**config.mk**
```make
export PLATFORM = sky130hd
export DESIGN_NAME = ntm_output_vector
export DESIGN_NICKNAME = d
export VERILOG_FILES = /design/src/rtl/ntm_pkg.sv /design/src/rtl/ntm_mac_if.sv /design/src/rtl/ntm_result_if.sv /design/src/rtl/ntm_mac_lane.sv /design/src/rtl/ntm_operand_feeder.sv /design/src/rtl/ntm_output_collector.sv /design/src/rtl/ntm_output_vector.sv
export SDC_FILE = /design/constraint.sdc
export NUM_CORES = 2
export LEC_CHECK = 0
export BUFFER_PORTS_ARGS = -buffer_cell sky130_fd_sc_hd__buf_4
export CAP_MARGIN = 20
export CELL_PAD_IN_SITES_DETAIL_PLACEMENT = 0
export CELL_PAD_IN_SITES_GLOBAL_PLACEMENT = 2
export CORE_ASPECT_RATIO = 1.25
export CORE_UTILIZATION = 29
export CTS_CLUSTER_SIZE = 14
export DETAILED_ROUTE_END_ITERATION = 6
export GPL_TIMING_DRIVEN = 0
export PLACE_DENSITY = 0.66
export SYNTH_ARGS = -nofsm -noshare
export SYNTH_HDL_FRONTEND = slang
export SYNTH_SLANG_ARGS = --single-unit
```
**constraint.sdc**
```tcl
create_clock -name CLK -period 12.45 [get_ports CLK]
set_input_delay 0.6225 -clock CLK [delete_from_list [all_inputs] [get_ports CLK]]
set_output_delay 0.6225 -clock CLK [all_outputs]
set_load 0.01 [all_outputs]
```
**src/rtl/ntm_pkg.sv**
```systemverilog
/*
 * Shared sizes and types for the NTM output vector datapath.
 * Runtime dimensions are unsigned and SIZE_WIDTH bits wide.
 */

package ntm_pkg;

  //////////////////////////////
  // Sizes
  //////////////////////////////

  // Width of each runtime dimension Y, L, W and R
  localparam int SIZE_WIDTH = 8;

  //////////////////////////////
  // Types
  //////////////////////////////

  // Runtime sizes sampled on START
  typedef struct packed {
    logic [SIZE_WIDTH-1:0] size_y;
    logic [SIZE_WIDTH-1:0] size_l;
    logic [SIZE_WIDTH-1:0] size_w;
    logic [SIZE_WIDTH-1:0] size_r;
  } ntm_dims_t;

  // Feeder phases
  // IDLE    waits for START
  // LOAD    fills the vector buffer with r and h
  // STREAM  pairs K and U elements with buffered vector elements
  typedef enum logic [1:0] {
    IDLE,
    LOAD,
    STREAM
  } ntm_feed_state_e;

endpackage

```
**src/rtl/ntm_mac_if.sv**
```systemverilog
/*
 * Operand pair from the feeder to the MAC lanes, registered in the feeder.
 * Only the lane whose index equals lane_sel acts on a valid pair.
 */

`timescale 1ns/100ps

interface ntm_mac_if #(
  parameter int DATA_SIZE = 16,
  parameter int LANES     = 4
);

  localparam int LANE_W = $clog2(LANES);

  // Pair qualifier
  logic                 op_valid;

  // Matrix element and matching vector element
  logic [DATA_SIZE-1:0] mat;
  logic [DATA_SIZE-1:0] vec;

  // Target lane, row y mod LANES
  logic [LANE_W-1:0]    lane_sel;

  // Row markers
  logic                 row_first;
  logic                 row_last;
  logic                 op_last_row;  // row Y-1 of the operation

  modport feeder (
    output op_valid, mat, vec, lane_sel, row_first, row_last, op_last_row
  );

  modport lane (
    input op_valid, mat, vec, lane_sel, row_first, row_last, op_last_row
  );

endinterface

```
**src/rtl/ntm_result_if.sv**
```systemverilog
/*
 * Finished rows from the MAC lanes to the collector, one entry per lane.
 * done is a single-cycle pulse with no acknowledge.
 */

`timescale 1ns/100ps

interface ntm_result_if #(
  parameter int DATA_SIZE = 16,
  parameter int LANES     = 4
);

  // Unpacked so that every lane drives only its own entries
  logic                 done      [LANES];
  logic [DATA_SIZE-1:0] sum       [LANES];
  logic                 final_row [LANES];

  modport lane (
    output done, sum, final_row
  );

  modport collector (
    input done, sum, final_row
  );

endinterface

```
**src/rtl/ntm_mac_lane.sv**
```systemverilog
/*
 * One multiply-accumulate lane, products wrap modulo 2**DATA_SIZE.
 * Expects a full row on this lane before the next row_first for it.
 */

`timescale 1ns/100ps

module ntm_mac_lane #(
  parameter int DATA_SIZE  = 16,
  parameter int LANE_INDEX = 0
) (
  input  logic       CLK,
  input  logic       RST,

  ntm_mac_if.lane    mac,
  ntm_result_if.lane res
);

  //////////////////////////////
  // Signals
  //////////////////////////////

  logic                 sel;
  logic [DATA_SIZE-1:0] prod;
  logic [DATA_SIZE-1:0] acc_next;

  logic [DATA_SIZE-1:0] acc_q;
  logic [DATA_SIZE-1:0] sum_q;
  logic                 final_q;
  logic                 done_q;
  logic                 busy_q;  // row open on this lane

  //////////////////////////////
  // Accumulate
  //////////////////////////////

  assign sel  = mac.op_valid && (mac.lane_sel == LANE_INDEX);

  // Truncated to DATA_SIZE by the assignment
  assign prod = mac.mat * mac.vec;

  // First element of a row starts from zero
  assign acc_next = (mac.row_first ? '0 : acc_q) + prod;

  always_ff @(posedge CLK or posedge RST) begin
    if (RST) begin
      done_q <= 1'b0;
      busy_q <= 1'b0;
    end else begin
      done_q <= sel && mac.row_last;
      if (sel) begin
        busy_q <= !mac.row_last;
      end
    end
  end

  // Running sum and finished row value
  always_ff @(posedge CLK) begin
    if (sel) begin
      acc_q <= acc_next;
      if (mac.row_last) begin
        sum_q   <= acc_next;
        final_q <= mac.op_last_row;
      end
    end
  end

  // This lane's entries only
  assign res.done[LANE_INDEX]      = done_q;
  assign res.sum[LANE_INDEX]       = sum_q;
  assign res.final_row[LANE_INDEX] = final_q;

  //////////////////////////////
  // Checks
  //////////////////////////////

  a_no_row_overlap: assert property (@(posedge CLK) disable iff (RST)
    (sel && mac.row_first) |-> !busy_q);

endmodule

```
**src/rtl/ntm_operand_feeder.sv**
```systemverilog
/*
 * Host streams r and h first, then K and U row by row. No back-pressure.
 * R*W+L must be 1..MAX_VECTOR and Y at least 1. START is ignored unless IDLE.
 */

`timescale 1ns/100ps

module ntm_operand_feeder import ntm_pkg::*; #(
  parameter int DATA_SIZE  = 16,
  parameter int LANES      = 4,
  parameter int MAX_VECTOR = 64
) (
  input  logic                 CLK,
  input  logic                 RST,

  input  logic                 START,
  input  ntm_dims_t            dims,

  input  logic                 R_IN_ENABLE,
  input  logic [DATA_SIZE-1:0] R_IN,
  input  logic                 H_IN_ENABLE,
  input  logic [DATA_SIZE-1:0] H_IN,
  input  logic                 K_IN_ENABLE,
  input  logic [DATA_SIZE-1:0] K_IN,
  input  logic                 U_IN_ENABLE,
  input  logic [DATA_SIZE-1:0] U_IN,

  ntm_mac_if.feeder            mac
);

  localparam int LANE_W = $clog2(LANES);
  localparam int ADDR_W = $clog2(MAX_VECTOR);
  localparam int CNT_W  = $clog2(MAX_VECTOR + 1);
  localparam int LEN_W  = 2 * SIZE_WIDTH + 1;

  //////////////////////////////
  // Signals
  //////////////////////////////

  ntm_feed_state_e      state_q;
  ntm_dims_t            dims_q;

  // Row length split, K part then U part
  logic [LEN_W-1:0]     rw_in;
  logic [LEN_W-1:0]     row_len_in;
  logic [LEN_W-1:0]     rw_q;
  logic [LEN_W-1:0]     row_len_q;

  // Vector load counters
  logic [CNT_W-1:0]     r_cnt;
  logic [CNT_W-1:0]     h_cnt;
  logic [CNT_W-1:0]     r_cnt_next;
  logic [CNT_W-1:0]     h_cnt_next;
  logic                 load_done;

  // Matrix stream position
  logic [CNT_W-1:0]     col_q;
  logic [SIZE_WIDTH-1:0] row_q;
  logic [LANE_W-1:0]    lane_q;

  logic                 start_acc;
  logic                 mat_en;
  logic [DATA_SIZE-1:0] mat_data;
  logic                 col_last;
  logic                 row_last_y;

  // r at i*W+k, h at R*W+l
  logic [DATA_SIZE-1:0] vbuf [MAX_VECTOR];

  //////////////////////////////
  // Decode
  //////////////////////////////

  assign rw_in      = LEN_W'(dims.size_r) * LEN_W'(dims.size_w);
  assign row_len_in = rw_in + LEN_W'(dims.size_l);

  assign start_acc  = START && (state_q == IDLE);

  // Counts including this cycle's elements
  assign r_cnt_next = r_cnt + CNT_W'(R_IN_ENABLE);
  assign h_cnt_next = h_cnt + CNT_W'(H_IN_ENABLE);
  assign load_done  = (LEN_W'(r_cnt_next) == rw_q) && (h_cnt_next == dims_q.size_l);

  // One of K or U per cycle
  assign mat_en     = (K_IN_ENABLE || U_IN_ENABLE) && (state_q == STREAM);
  assign mat_data   = K_IN_ENABLE ? K_IN : U_IN;

  assign col_last   = (LEN_W'(col_q) == row_len_q - 1'b1);
  assign row_last_y = (row_q == dims_q.size_y - 1'b1);

  //////////////////////////////
  // Control
  //////////////////////////////

  always_ff @(posedge CLK or posedge RST) begin
    if (RST) begin
      state_q      <= IDLE;
      r_cnt        <= '0;
      h_cnt        <= '0;
      col_q        <= '0;
      row_q        <= '0;
      lane_q       <= '0;
      mac.op_valid <= 1'b0;
    end else begin
      mac.op_valid <= mat_en;
      case (state_q)
        IDLE: begin
          if (START) begin
            state_q <= LOAD;
            r_cnt   <= '0;
            h_cnt   <= '0;
            col_q   <= '0;
            row_q   <= '0;
            lane_q  <= '0;
          end
        end
        LOAD: begin
          r_cnt <= r_cnt_next;
          h_cnt <= h_cnt_next;
          if (load_done) begin
            state_q <= STREAM;
          end
        end
        STREAM: begin
          if (mat_en) begin
            if (col_last) begin
              col_q  <= '0;
              row_q  <= row_q + 1'b1;
              lane_q <= (lane_q == LANE_W'(LANES - 1)) ? '0 : lane_q + 1'b1;
              // Done with the last row, lanes drain on their own
              if (row_last_y) begin
                state_q <= IDLE;
              end
            end else begin
              col_q <= col_q + 1'b1;
            end
          end
        end
        default: begin
          state_q <= IDLE;
        end
      endcase
    end
  end

  //////////////////////////////
  // Datapath
  //////////////////////////////

  // Sizes for the whole operation
  always_ff @(posedge CLK) begin
    if (start_acc) begin
      dims_q    <= dims;
      rw_q      <= rw_in;
      row_len_q <= row_len_in;
    end
  end

  // Vector buffer writes, r and h may land together
  always_ff @(posedge CLK) begin
    if (state_q == LOAD) begin
      if (R_IN_ENABLE) begin
        vbuf[ADDR_W'(r_cnt)] <= R_IN;
      end
      if (H_IN_ENABLE) begin
        vbuf[ADDR_W'(rw_q + LEN_W'(h_cnt))] <= H_IN;
      end
    end
  end

  // Operand pair register
  always_ff @(posedge CLK) begin
    if (mat_en) begin
      mac.mat         <= mat_data;
      mac.vec         <= vbuf[ADDR_W'(col_q)];
      mac.lane_sel    <= lane_q;
      mac.row_first   <= (col_q == '0);
      mac.row_last    <= col_last;
      mac.op_last_row <= row_last_y;
    end
  end

  //////////////////////////////
  // Checks
  //////////////////////////////

  a_mat_only_in_stream: assert property (@(posedge CLK) disable iff (RST)
    (K_IN_ENABLE || U_IN_ENABLE) |-> (state_q == STREAM));

  a_k_u_exclusive: assert property (@(posedge CLK) disable iff (RST)
    !(K_IN_ENABLE && U_IN_ENABLE));

  a_vector_fits: assert property (@(posedge CLK) disable iff (RST)
    start_acc |-> (row_len_in <= LEN_W'(MAX_VECTOR)));

endmodule

```
**src/rtl/ntm_output_collector.sv**
```systemverilog
/*
 * Rows arrive in order, one lane after the other, at most one per cycle.
 * No stall path, so a done pulse is taken in the cycle it appears.
 */

`timescale 1ns/100ps

module ntm_output_collector #(
  parameter int DATA_SIZE = 16,
  parameter int LANES     = 4
) (
  input  logic                 CLK,
  input  logic                 RST,

  ntm_result_if.collector      res,

  output logic                 READY,
  output logic                 Y_OUT_ENABLE,
  output logic [DATA_SIZE-1:0] Y_OUT
);

  localparam int LANE_W = $clog2(LANES);

  //////////////////////////////
  // Signals
  //////////////////////////////

  logic [LANE_W-1:0]    expect_q;  // lane holding the next row
  logic [LANES-1:0]     done_vec;
  logic                 hit;
  logic                 hit_final;
  logic [DATA_SIZE-1:0] hit_sum;

  //////////////////////////////
  // Select
  //////////////////////////////

  // Packed view of the done pulses
  always_comb begin
    for (int i = 0; i < LANES; i++) begin
      done_vec[i] = res.done[i];
    end
  end

  assign hit       = res.done[expect_q];
  assign hit_final = res.final_row[expect_q];
  assign hit_sum   = res.sum[expect_q];

  //////////////////////////////
  // Output
  //////////////////////////////

  always_ff @(posedge CLK or posedge RST) begin
    if (RST) begin
      expect_q     <= '0;
      READY        <= 1'b0;
      Y_OUT_ENABLE <= 1'b0;
      Y_OUT        <= '0;
    end else begin
      Y_OUT_ENABLE <= hit;
      READY        <= hit && hit_final;
      if (hit) begin
        // Y_OUT holds between pulses
        Y_OUT <= hit_sum;
        // Next operation restarts at lane 0
        if (hit_final || (expect_q == LANE_W'(LANES - 1))) begin
          expect_q <= '0;
        end else begin
          expect_q <= expect_q + 1'b1;
        end
      end
    end
  end

  //////////////////////////////
  // Checks
  //////////////////////////////

  a_single_done: assert property (@(posedge CLK) disable iff (RST)
    $onehot0(done_vec));

  a_done_in_order: assert property (@(posedge CLK) disable iff (RST)
    (|done_vec) |-> done_vec[expect_q]);

endmodule

```
**src/rtl/ntm_output_vector.sv**
```systemverilog
/*
 * y(y) = sum K(i,y,k)*r(i,k) + sum U(y,l)*h(l), unsigned, wrapping.
 * Y_OUT_ENABLE trails the last matrix element of a row by 3 cycles. LANES >= 2.
 */

`timescale 1ns/100ps

module ntm_output_vector import ntm_pkg::*; #(
  parameter int DATA_SIZE  = 16,
  parameter int LANES      = 4,
  parameter int MAX_VECTOR = 64
) (
  // Global
  input  logic                  CLK,
  input  logic                  RST,

  // Control
  input  logic                  START,
  output logic                  READY,

  // Runtime sizes sampled with START
  input  logic [SIZE_WIDTH-1:0] SIZE_Y_IN,
  input  logic [SIZE_WIDTH-1:0] SIZE_L_IN,
  input  logic [SIZE_WIDTH-1:0] SIZE_W_IN,
  input  logic [SIZE_WIDTH-1:0] SIZE_R_IN,

  // Vector load with r ordered i outer and k inner
  input  logic                  R_IN_ENABLE,
  input  logic [DATA_SIZE-1:0]  R_IN,
  input  logic                  H_IN_ENABLE,
  input  logic [DATA_SIZE-1:0]  H_IN,

  // Matrix stream with K then U in each row
  input  logic                  K_IN_ENABLE,
  input  logic [DATA_SIZE-1:0]  K_IN,
  input  logic                  U_IN_ENABLE,
  input  logic [DATA_SIZE-1:0]  U_IN,

  // Result
  output logic                  Y_OUT_ENABLE,
  output logic [DATA_SIZE-1:0]  Y_OUT
);

  ntm_dims_t dims;

  assign dims = '{size_y: SIZE_Y_IN, size_l: SIZE_L_IN,
                  size_w: SIZE_W_IN, size_r: SIZE_R_IN};

  //////////////////////////////
  // Buses
  //////////////////////////////

  ntm_mac_if #(.DATA_SIZE(DATA_SIZE), .LANES(LANES)) mac_bus ();
  ntm_result_if #(.DATA_SIZE(DATA_SIZE), .LANES(LANES)) res_bus ();

  //////////////////////////////
  // Feeder
  //////////////////////////////

  ntm_operand_feeder #(
    .DATA_SIZE (DATA_SIZE),
    .LANES     (LANES),
    .MAX_VECTOR(MAX_VECTOR)
  ) feeder_i (
    .CLK        (CLK),
    .RST        (RST),
    .START      (START),
    .dims       (dims),
    .R_IN_ENABLE(R_IN_ENABLE),
    .R_IN       (R_IN),
    .H_IN_ENABLE(H_IN_ENABLE),
    .H_IN       (H_IN),
    .K_IN_ENABLE(K_IN_ENABLE),
    .K_IN       (K_IN),
    .U_IN_ENABLE(U_IN_ENABLE),
    .U_IN       (U_IN),
    .mac        (mac_bus.feeder)
  );

  //////////////////////////////
  // Lanes
  //////////////////////////////

  // Row y lands on lane y mod LANES
  for (genvar g = 0; g < LANES; g++) begin : g_lane
    ntm_mac_lane #(
      .DATA_SIZE (DATA_SIZE),
      .LANE_INDEX(g)
    ) lane_i (
      .CLK(CLK),
      .RST(RST),
      .mac(mac_bus.lane),
      .res(res_bus.lane)
    );
  end

  //////////////////////////////
  // Collector
  //////////////////////////////

  ntm_output_collector #(
    .DATA_SIZE(DATA_SIZE),
    .LANES    (LANES)
  ) collector_i (
    .CLK         (CLK),
    .RST         (RST),
    .res         (res_bus.collector),
    .READY       (READY),
    .Y_OUT_ENABLE(Y_OUT_ENABLE),
    .Y_OUT       (Y_OUT)
  );

  //////////////////////////////
  // Checks
  //////////////////////////////

  // Host starts only between operations
  a_start_when_idle: assert property (@(posedge CLK) disable iff (RST)
    START |-> (feeder_i.state_q == IDLE));

endmodule

```
# --- After elaboration in Yosys (flattened, before gate mapping) ---
# Memories as Yosys holds them, arrays and structs flattened. A register that Yosys moved wholly into a read port is not among the register bits.
# Index checks and enable logic that the tools add are counted.
classes:
  n_addsub: 14
  mul: 2
  n_div: 0
  n_lt_le_gt_ge: 1
  eq_ne: 16
  shifts: 0
  mux: 42
  bitwise_logic: 1
  reduce_logical: 27
ops:
  columns: ["op", "count"]
  rows:
  - ["$mux 16", 7]
  - ["$add 16x16->16", 4]
  - ["$pmux 7 s2", 3]
  - ["$bmux 16 s2", 1]
  - ["$mux 8", 3]
  - ["$mux 7", 3]
  - ["$mux 2", 10]
  - ["$add 16x8->17", 1]
  - ["$eq 7x17->1", 1]
  - ["$sub 17x1->17 const B", 1]
  - ["$eq 7x16->1", 1]
  - ["$mul 16x16->16", 1]
  - ["$mul 8x8->16", 1]
  - ["$pmux 8 s2", 1]
  - ["$add 7x1->7", 2]
  - ["$logic_and 1x1->1", 12]
  - ["$eq 2x2->1 const B", 5]
  - ["$mux 1", 10]
  - ["$reduce_and 2->1", 5]
  - ["$add 8x1->8 const B", 1]
  - ["$eq 7x8->1", 1]
  - ["$eq 8x8->1", 1]
  - ["$ne 2x1->1 const B", 4]
  - ["$sub 8x1->8 const B", 1]
  - ["other kinds (17)", 23]
word_totals:
  ff_bits: 260
  latch_bits: 0
  mem_bits_rw: 1024
  rom_bits: 0
  output_inout_bits: 18
  mem_count: 1
memory_table:
  columns: ["name", "words", "width", "rd", "rd_ports_with_merged_regs", "write_ports", "line_no", "text"]
  rows:
  - ["feeder_i.vbuf", 64, 16, 1, 1, 2, "ntm_operand_feeder.sv:68", "logic [DATA_SIZE-1:0] vbuf [MAX_VECTOR];"]

# --- Longest topological paths before layout ---
depth:
  depth_word: 6
  depth_mapped: 26
  mapped_depth_nobuf: 25

# --- Worst setup path before layout ---
# Ideal clock, no wire load.
synth_path:
  kind: "register to register"
  start: "register feeder_i.mac.vec[1], read port of feeder_i.vbuf"
  end: "register g_lane[2].lane_i.acc_q[15] (data pin)"
  setup_time_ps: 271
  arrival_time_ps: 6251
  t_required_ps: 12179
  setup_slack_ps: 5928
  stages_incl_launch_ff: 21
  path_buffers: 1
  synth_period_minus_slack_ps: 6522
  path_cell_list: "edfxtp_1 clkbuf_1 and2_1 fa_1 fa_1 ha_1 fa_1 inv_1 fa_1 fa_1 inv_1 ha_1 or2_2 a21oi_1 nor2_1 o311ai_2 ha_1 a21o_1 a31o_2 a31oi_1 xnor3_1"
synth_between:
  elab_chain_len: 2
synth_lines:
  columns: ["item", "line_no", "text"]
  rows:
  - ["from (decl)", "ntm_mac_if.sv:31", "output op_valid, mat, vec, lane_sel, row_first, row_last, op_last_row"]
  - ["$mul 16x16->16", "ntm_mac_lane.sv:40", "assign prod = mac.mat * mac.vec;"]
  - ["$add 16x16->16", "ntm_mac_lane.sv:43", "assign acc_next = (mac.row_first ? '0 : acc_q) + prod;"]
  - ["via g_lane[2].lane_i.acc_next[15]", "ntm_mac_lane.sv:25", "logic [DATA_SIZE-1:0] acc_next;"]
  - ["to (signal assigned)", "ntm_mac_lane.sv:60", "acc_q <= acc_next;"]
  - ["to (decl)", "ntm_mac_lane.sv:27", "logic [DATA_SIZE-1:0] acc_q;"]
# The timed path passes the listed nets, and every way through them passes these cells.
# A chain may end at the register's enable or synchronous reset.

# --- Worst setup path after layout ---
layout_path:
  start: "register feeder_i.mac.vec[1], read port of feeder_i.vbuf"
  end: "register g_lane[0].lane_i.acc_q[15] (data pin)"
layout_between:
  elab_chain_len: 2
layout_lines:
  columns: ["item", "line_no"]
  rows:
  - ["$mul 16x16->16", "ntm_mac_lane.sv:40"]
  - ["$add 16x16->16", "ntm_mac_lane.sv:43"]
  - ["via g_lane[0].lane_i.acc_next[15]", "ntm_mac_lane.sv:25"]
  - ["to (signal assigned)", "ntm_mac_lane.sv:60"]
  - ["to (decl)", "ntm_mac_lane.sv:27"]
# The timed path passes the listed nets, and every way through them passes these cells.

==> results.sh <==
export IMPL_setup_tns_ps=0
export IMPL_post_route_drc_count=0
export IMPL_die_y_um=561
export IMPL_ys_warnings_count=0
export IMPL_boundaryPins=121
export IMPL_post_cts_buffers=0
export IMPL_ctsRootBufferMaster="clkbuf_16"
export IMPL_finalCritPeriodShare=0.626
export IMPL_core_area_um2=249000
export IMPL_cts_tree="built"
export IMPL_hold_viol_final=0
export IMPL_hold_path_class="primary input to flop"
export IMPL_crit_path_start="feeder_i.mac.vec[1]"
export IMPL_maxSlewViolCount=0
export IMPL_hold_end="feeder_i.state_q[0]"
export IMPL_final_setup_viol_count=0
export IMPL_fin_skew_ps=64.8
export IMPL_die_w_um=450
export IMPL_worstReg2RegStart="feeder_i.mac.vec[1]"
export IMPL_hp_start="START"
export IMPL_vdd_drop_max_uv=173
export IMPL_grt_pass1_wl_um=362000
export IMPL_io_buffers=86
export IMPL_maxSlewHeadroom=0.167
export IMPL_max_freq_mhz=128
export IMPL_drive_above_1_share=0.377
export IMPL_async_flop_share=0.0446
export IMPL_synth_simple_area_share=0.0492
export IMPL_clk_insertion_delay_late_ps=850
export IMPL_synth_top_area_frac=0.514
export IMPL_wl_um=260000
export IMPL_synthToLayoutAreaGrowth_pct=16.4
export IMPL_fin_ws_ps=4660
export IMPL_r2r_cells=22
export IMPL_tightest_slew_ps=1240
export IMPL_first_iter_violations=3930
export IMPL_leakage_nw=28.6
export IMPL_hpwl_um=197000
export IMPL_place_ws_ps=4580
export IMPL_rsz0062_at_grt="false"
export IMPL_dp_cells=8284
export IMPL_vias=44300
export IMPL_synth_nets=5174
export IMPL_cts_max_path_buffers=3
export IMPL_yosysTopAreaCell="edfxtp_1"
export IMPL_cts_buffers=151
export IMPL_final_cells=8593
export IMPL_min_period_ps=7790
export IMPL_routabilityCongestion=0.924
export IMPL_critical_path_startpoint_type="flop"
export IMPL_clock_sinks=1300
export IMPL_synth_compound_area_frac=0.0251
export IMPL_drtAntennaViolNets=0
export IMPL_synth_edf_count=1242
export IMPL_synth_mux_area_fraction=0.274
export IMPL_path_max_fanout=10
export IMPL_crit_type="flop to flop"
export IMPL_antenna_found_initial=20
export IMPL_synth_top_family_by_area="multiplexers"
export IMPL_postSynthCellCount=4780
export IMPL_netlist_area_um2=72600
export IMPL_cp_end_kind="flop"
export IMPL_arrival_ps=8350
export IMPL_status="finished, final reports clean"
export IMPL_clk_pin_slew_ps=60
export IMPL_overflow=0
export IMPL_regToRegEndpoint="g_lane[0].lane_i.acc_q[15]"
export IMPL_ys_flop_type="edfxtp_1"
export IMPL_final_nets=5545
export IMPL_start_util=0.291
export IMPL_drv_cap=0
export IMPL_vias_per_cell=5.16
export IMPL_yosysSeqAreaShare=0.534
export IMPL_grtUsageTotal=0.204
export IMPL_grt_start_max_net_pins=59
export IMPL_hold_depth=3
export IMPL_synthTopCellsByArea="edfxtp_1, mux2_2, mux4_2, fa_1, ha_1"
export IMPL_power_density_nw_per_um2=157
export IMPL_ys_seq_elements=1300
export IMPL_syn_avg_cell_area_um2=15.2
export IMPL_hold_slack_ps=114
export IMPL_routedWlPerCell_um=30.3
export IMPL_grt_pass1_vias=46100
export IMPL_die_area_um2=252000
export IMPL_ys_types=72
export IMPL_cts_htree_levels=4
export IMPL_synth_xor_area_frac=0.0215
export IMPL_synth_adder_area_share=0.0627
export IMPL_cp_required_ps=13010
export IMPL_num_rows=205
export IMPL_rrSetupSlack_ps=4660
export IMPL_drt_pass1_iter_count=5
-- worst max path at each step --
stage / to / depth (start not counted) / slack [ps]
2_1_floorplan: g_lane[2].lane_i.acc_q[15] / 20 / 5930
3_3_place_gp: g_lane[0].lane_i.sum_q[15] / 20 / 4490
3_5_place_dp: g_lane[0].lane_i.sum_q[15] / 22 / 4580
4_1_cts: g_lane[0].lane_i.acc_q[15] / 22 / 4560
5_1_grt: g_lane[0].lane_i.acc_q[15] / 22 / 4260
6_report: g_lane[0].lane_i.acc_q[15] / 22 / 4660
-- area by class of cell --
class,instances,area [µm²]
Multi-Input combinational cell,2848,31700
Inverter,207,781
Antenna cell,8,20.0
Clock inverter,79,726
Timing Repair Buffer,218,2700
Tap cell,3312,4140
Fill cell,24300,165000
Clock buffer,196,4030
Buffer,425,1680
Sequential cell,1300,38700
-- cells by family after synthesis --
group,Yosys count
compound gates,285
simple gates,684
fa+ha+maj,291
mux,1416
buf+inv,632
flops,1300
xor+xnor,172
-- report_power, final --
part / internal [mW] / switching [mW]
Combinational: 1.33 / 2.17
Clock: 2.41 / 1.96
Sequential: 5.24 / 0.118
-- cells in the final DEF, fill, tap and decap left out, types with 105 or more instances in the layout --
cell type,netlist,final
and2_1,123,123
fa_1,122,122
clkbuf_16,0,154
ha_1,169,169
xnor2_1,105,105
mux2_2,1058,1058
clkbuf_1,300,339
edfxtp_1,1242,1242
nand2_1,218,218
inv_1,205,204
mux4_2,353,353
-- flip-flops by register name, summed over array words and instances (netlist names), 2 cells and up --
register,count
feeder_i.r_cnt,7
feeder_i.state_q,2
feeder_i.dims_q,16
feeder_i.mac.mat,16
feeder_i.mac.vec,16
feeder_i.col_q,7
feeder_i.rw_q,16
collector_i.expect_q,2
collector_i.Y_OUT,16
g_lane.lane_i.sum_q,64
feeder_i.mac.lane_sel,2
g_lane.lane_i.final_q,4
feeder_i.row_len_q,17
feeder_i.h_cnt,7
g_lane.lane_i.acc_q,64
feeder_i.lane_q,2
g_lane.lane_i.done_q,4
feeder_i.row_q,8
feeder_i.vbuf,1024
-- synth_stat cells, drive strengths merged, types with 44 or more instances --
| library cell | instances |
|---|---|
| mux2 | 1058 |
| clkbuf | 300 |
| xor2 | 63 |
| inv | 206 |
| edfxtp | 1242 |
| xnor2 | 105 |
| a21oi | 49 |
| nor2 | 86 |
| fa | 122 |
| and2 | 124 |
| buf | 125 |
| ha | 169 |
| nor2b | 76 |
| nand2 | 219 |
| o21ai | 90 |
| dfrtp | 58 |
| nor3 | 44 |
| mux4 | 353 |
-- worst max-delay path: stages (launching register included) --
cell      delay [ps]
edfxtp_1         510
clkbuf_1         600
and2_1           250
fa_1             420
fa_1             500
ha_1             210
fa_1             480
inv_1             50
fa_1             500
fa_1             500
inv_1             40
ha_1             340
or2_2            310
a21oi_1          250
nor3b_1          110
o21a_1           180
o21ai_0          150
a21oi_1          100
xor2_1           710
ha_1             290
inv_1             90
o31ai_1          520
xnor3_1          440
-- per-stage QoR --
step | total power [mW] | cell area (µm²) | utilization
final | 13.2 | 84600 | 0.339
after global routing | 13.6 | 84500 | 0.339
after CTS | 13.3 | 84400 | 0.339
after detailed placement | 8.91 | 79500 | 0.319
after global placement | 8.71 | 77400 | 0.311
after floorplan | 7.35 | 72600 | -
-- layer usage --
metal | GRT usage | up-vias | routed length, µm
met5 | 0 | - | 52
met4 | 0.114 | 8 | 16500
met3 | 0.0369 | 516 | 16200
met2 | 0.347 | 1581 | 128000
met1 | 0.242 | 23300 | 99400
li1 | - | 18900 | -
-- repair_timing --
action | CTS | global route
hold buffers | 17 | 0
gates resized for setup | 0 | 0
setup endpoints to repair | 0 | 0
endpoints found under the hold margin | 72 | 0
Power figures use the tool's default switching activity.
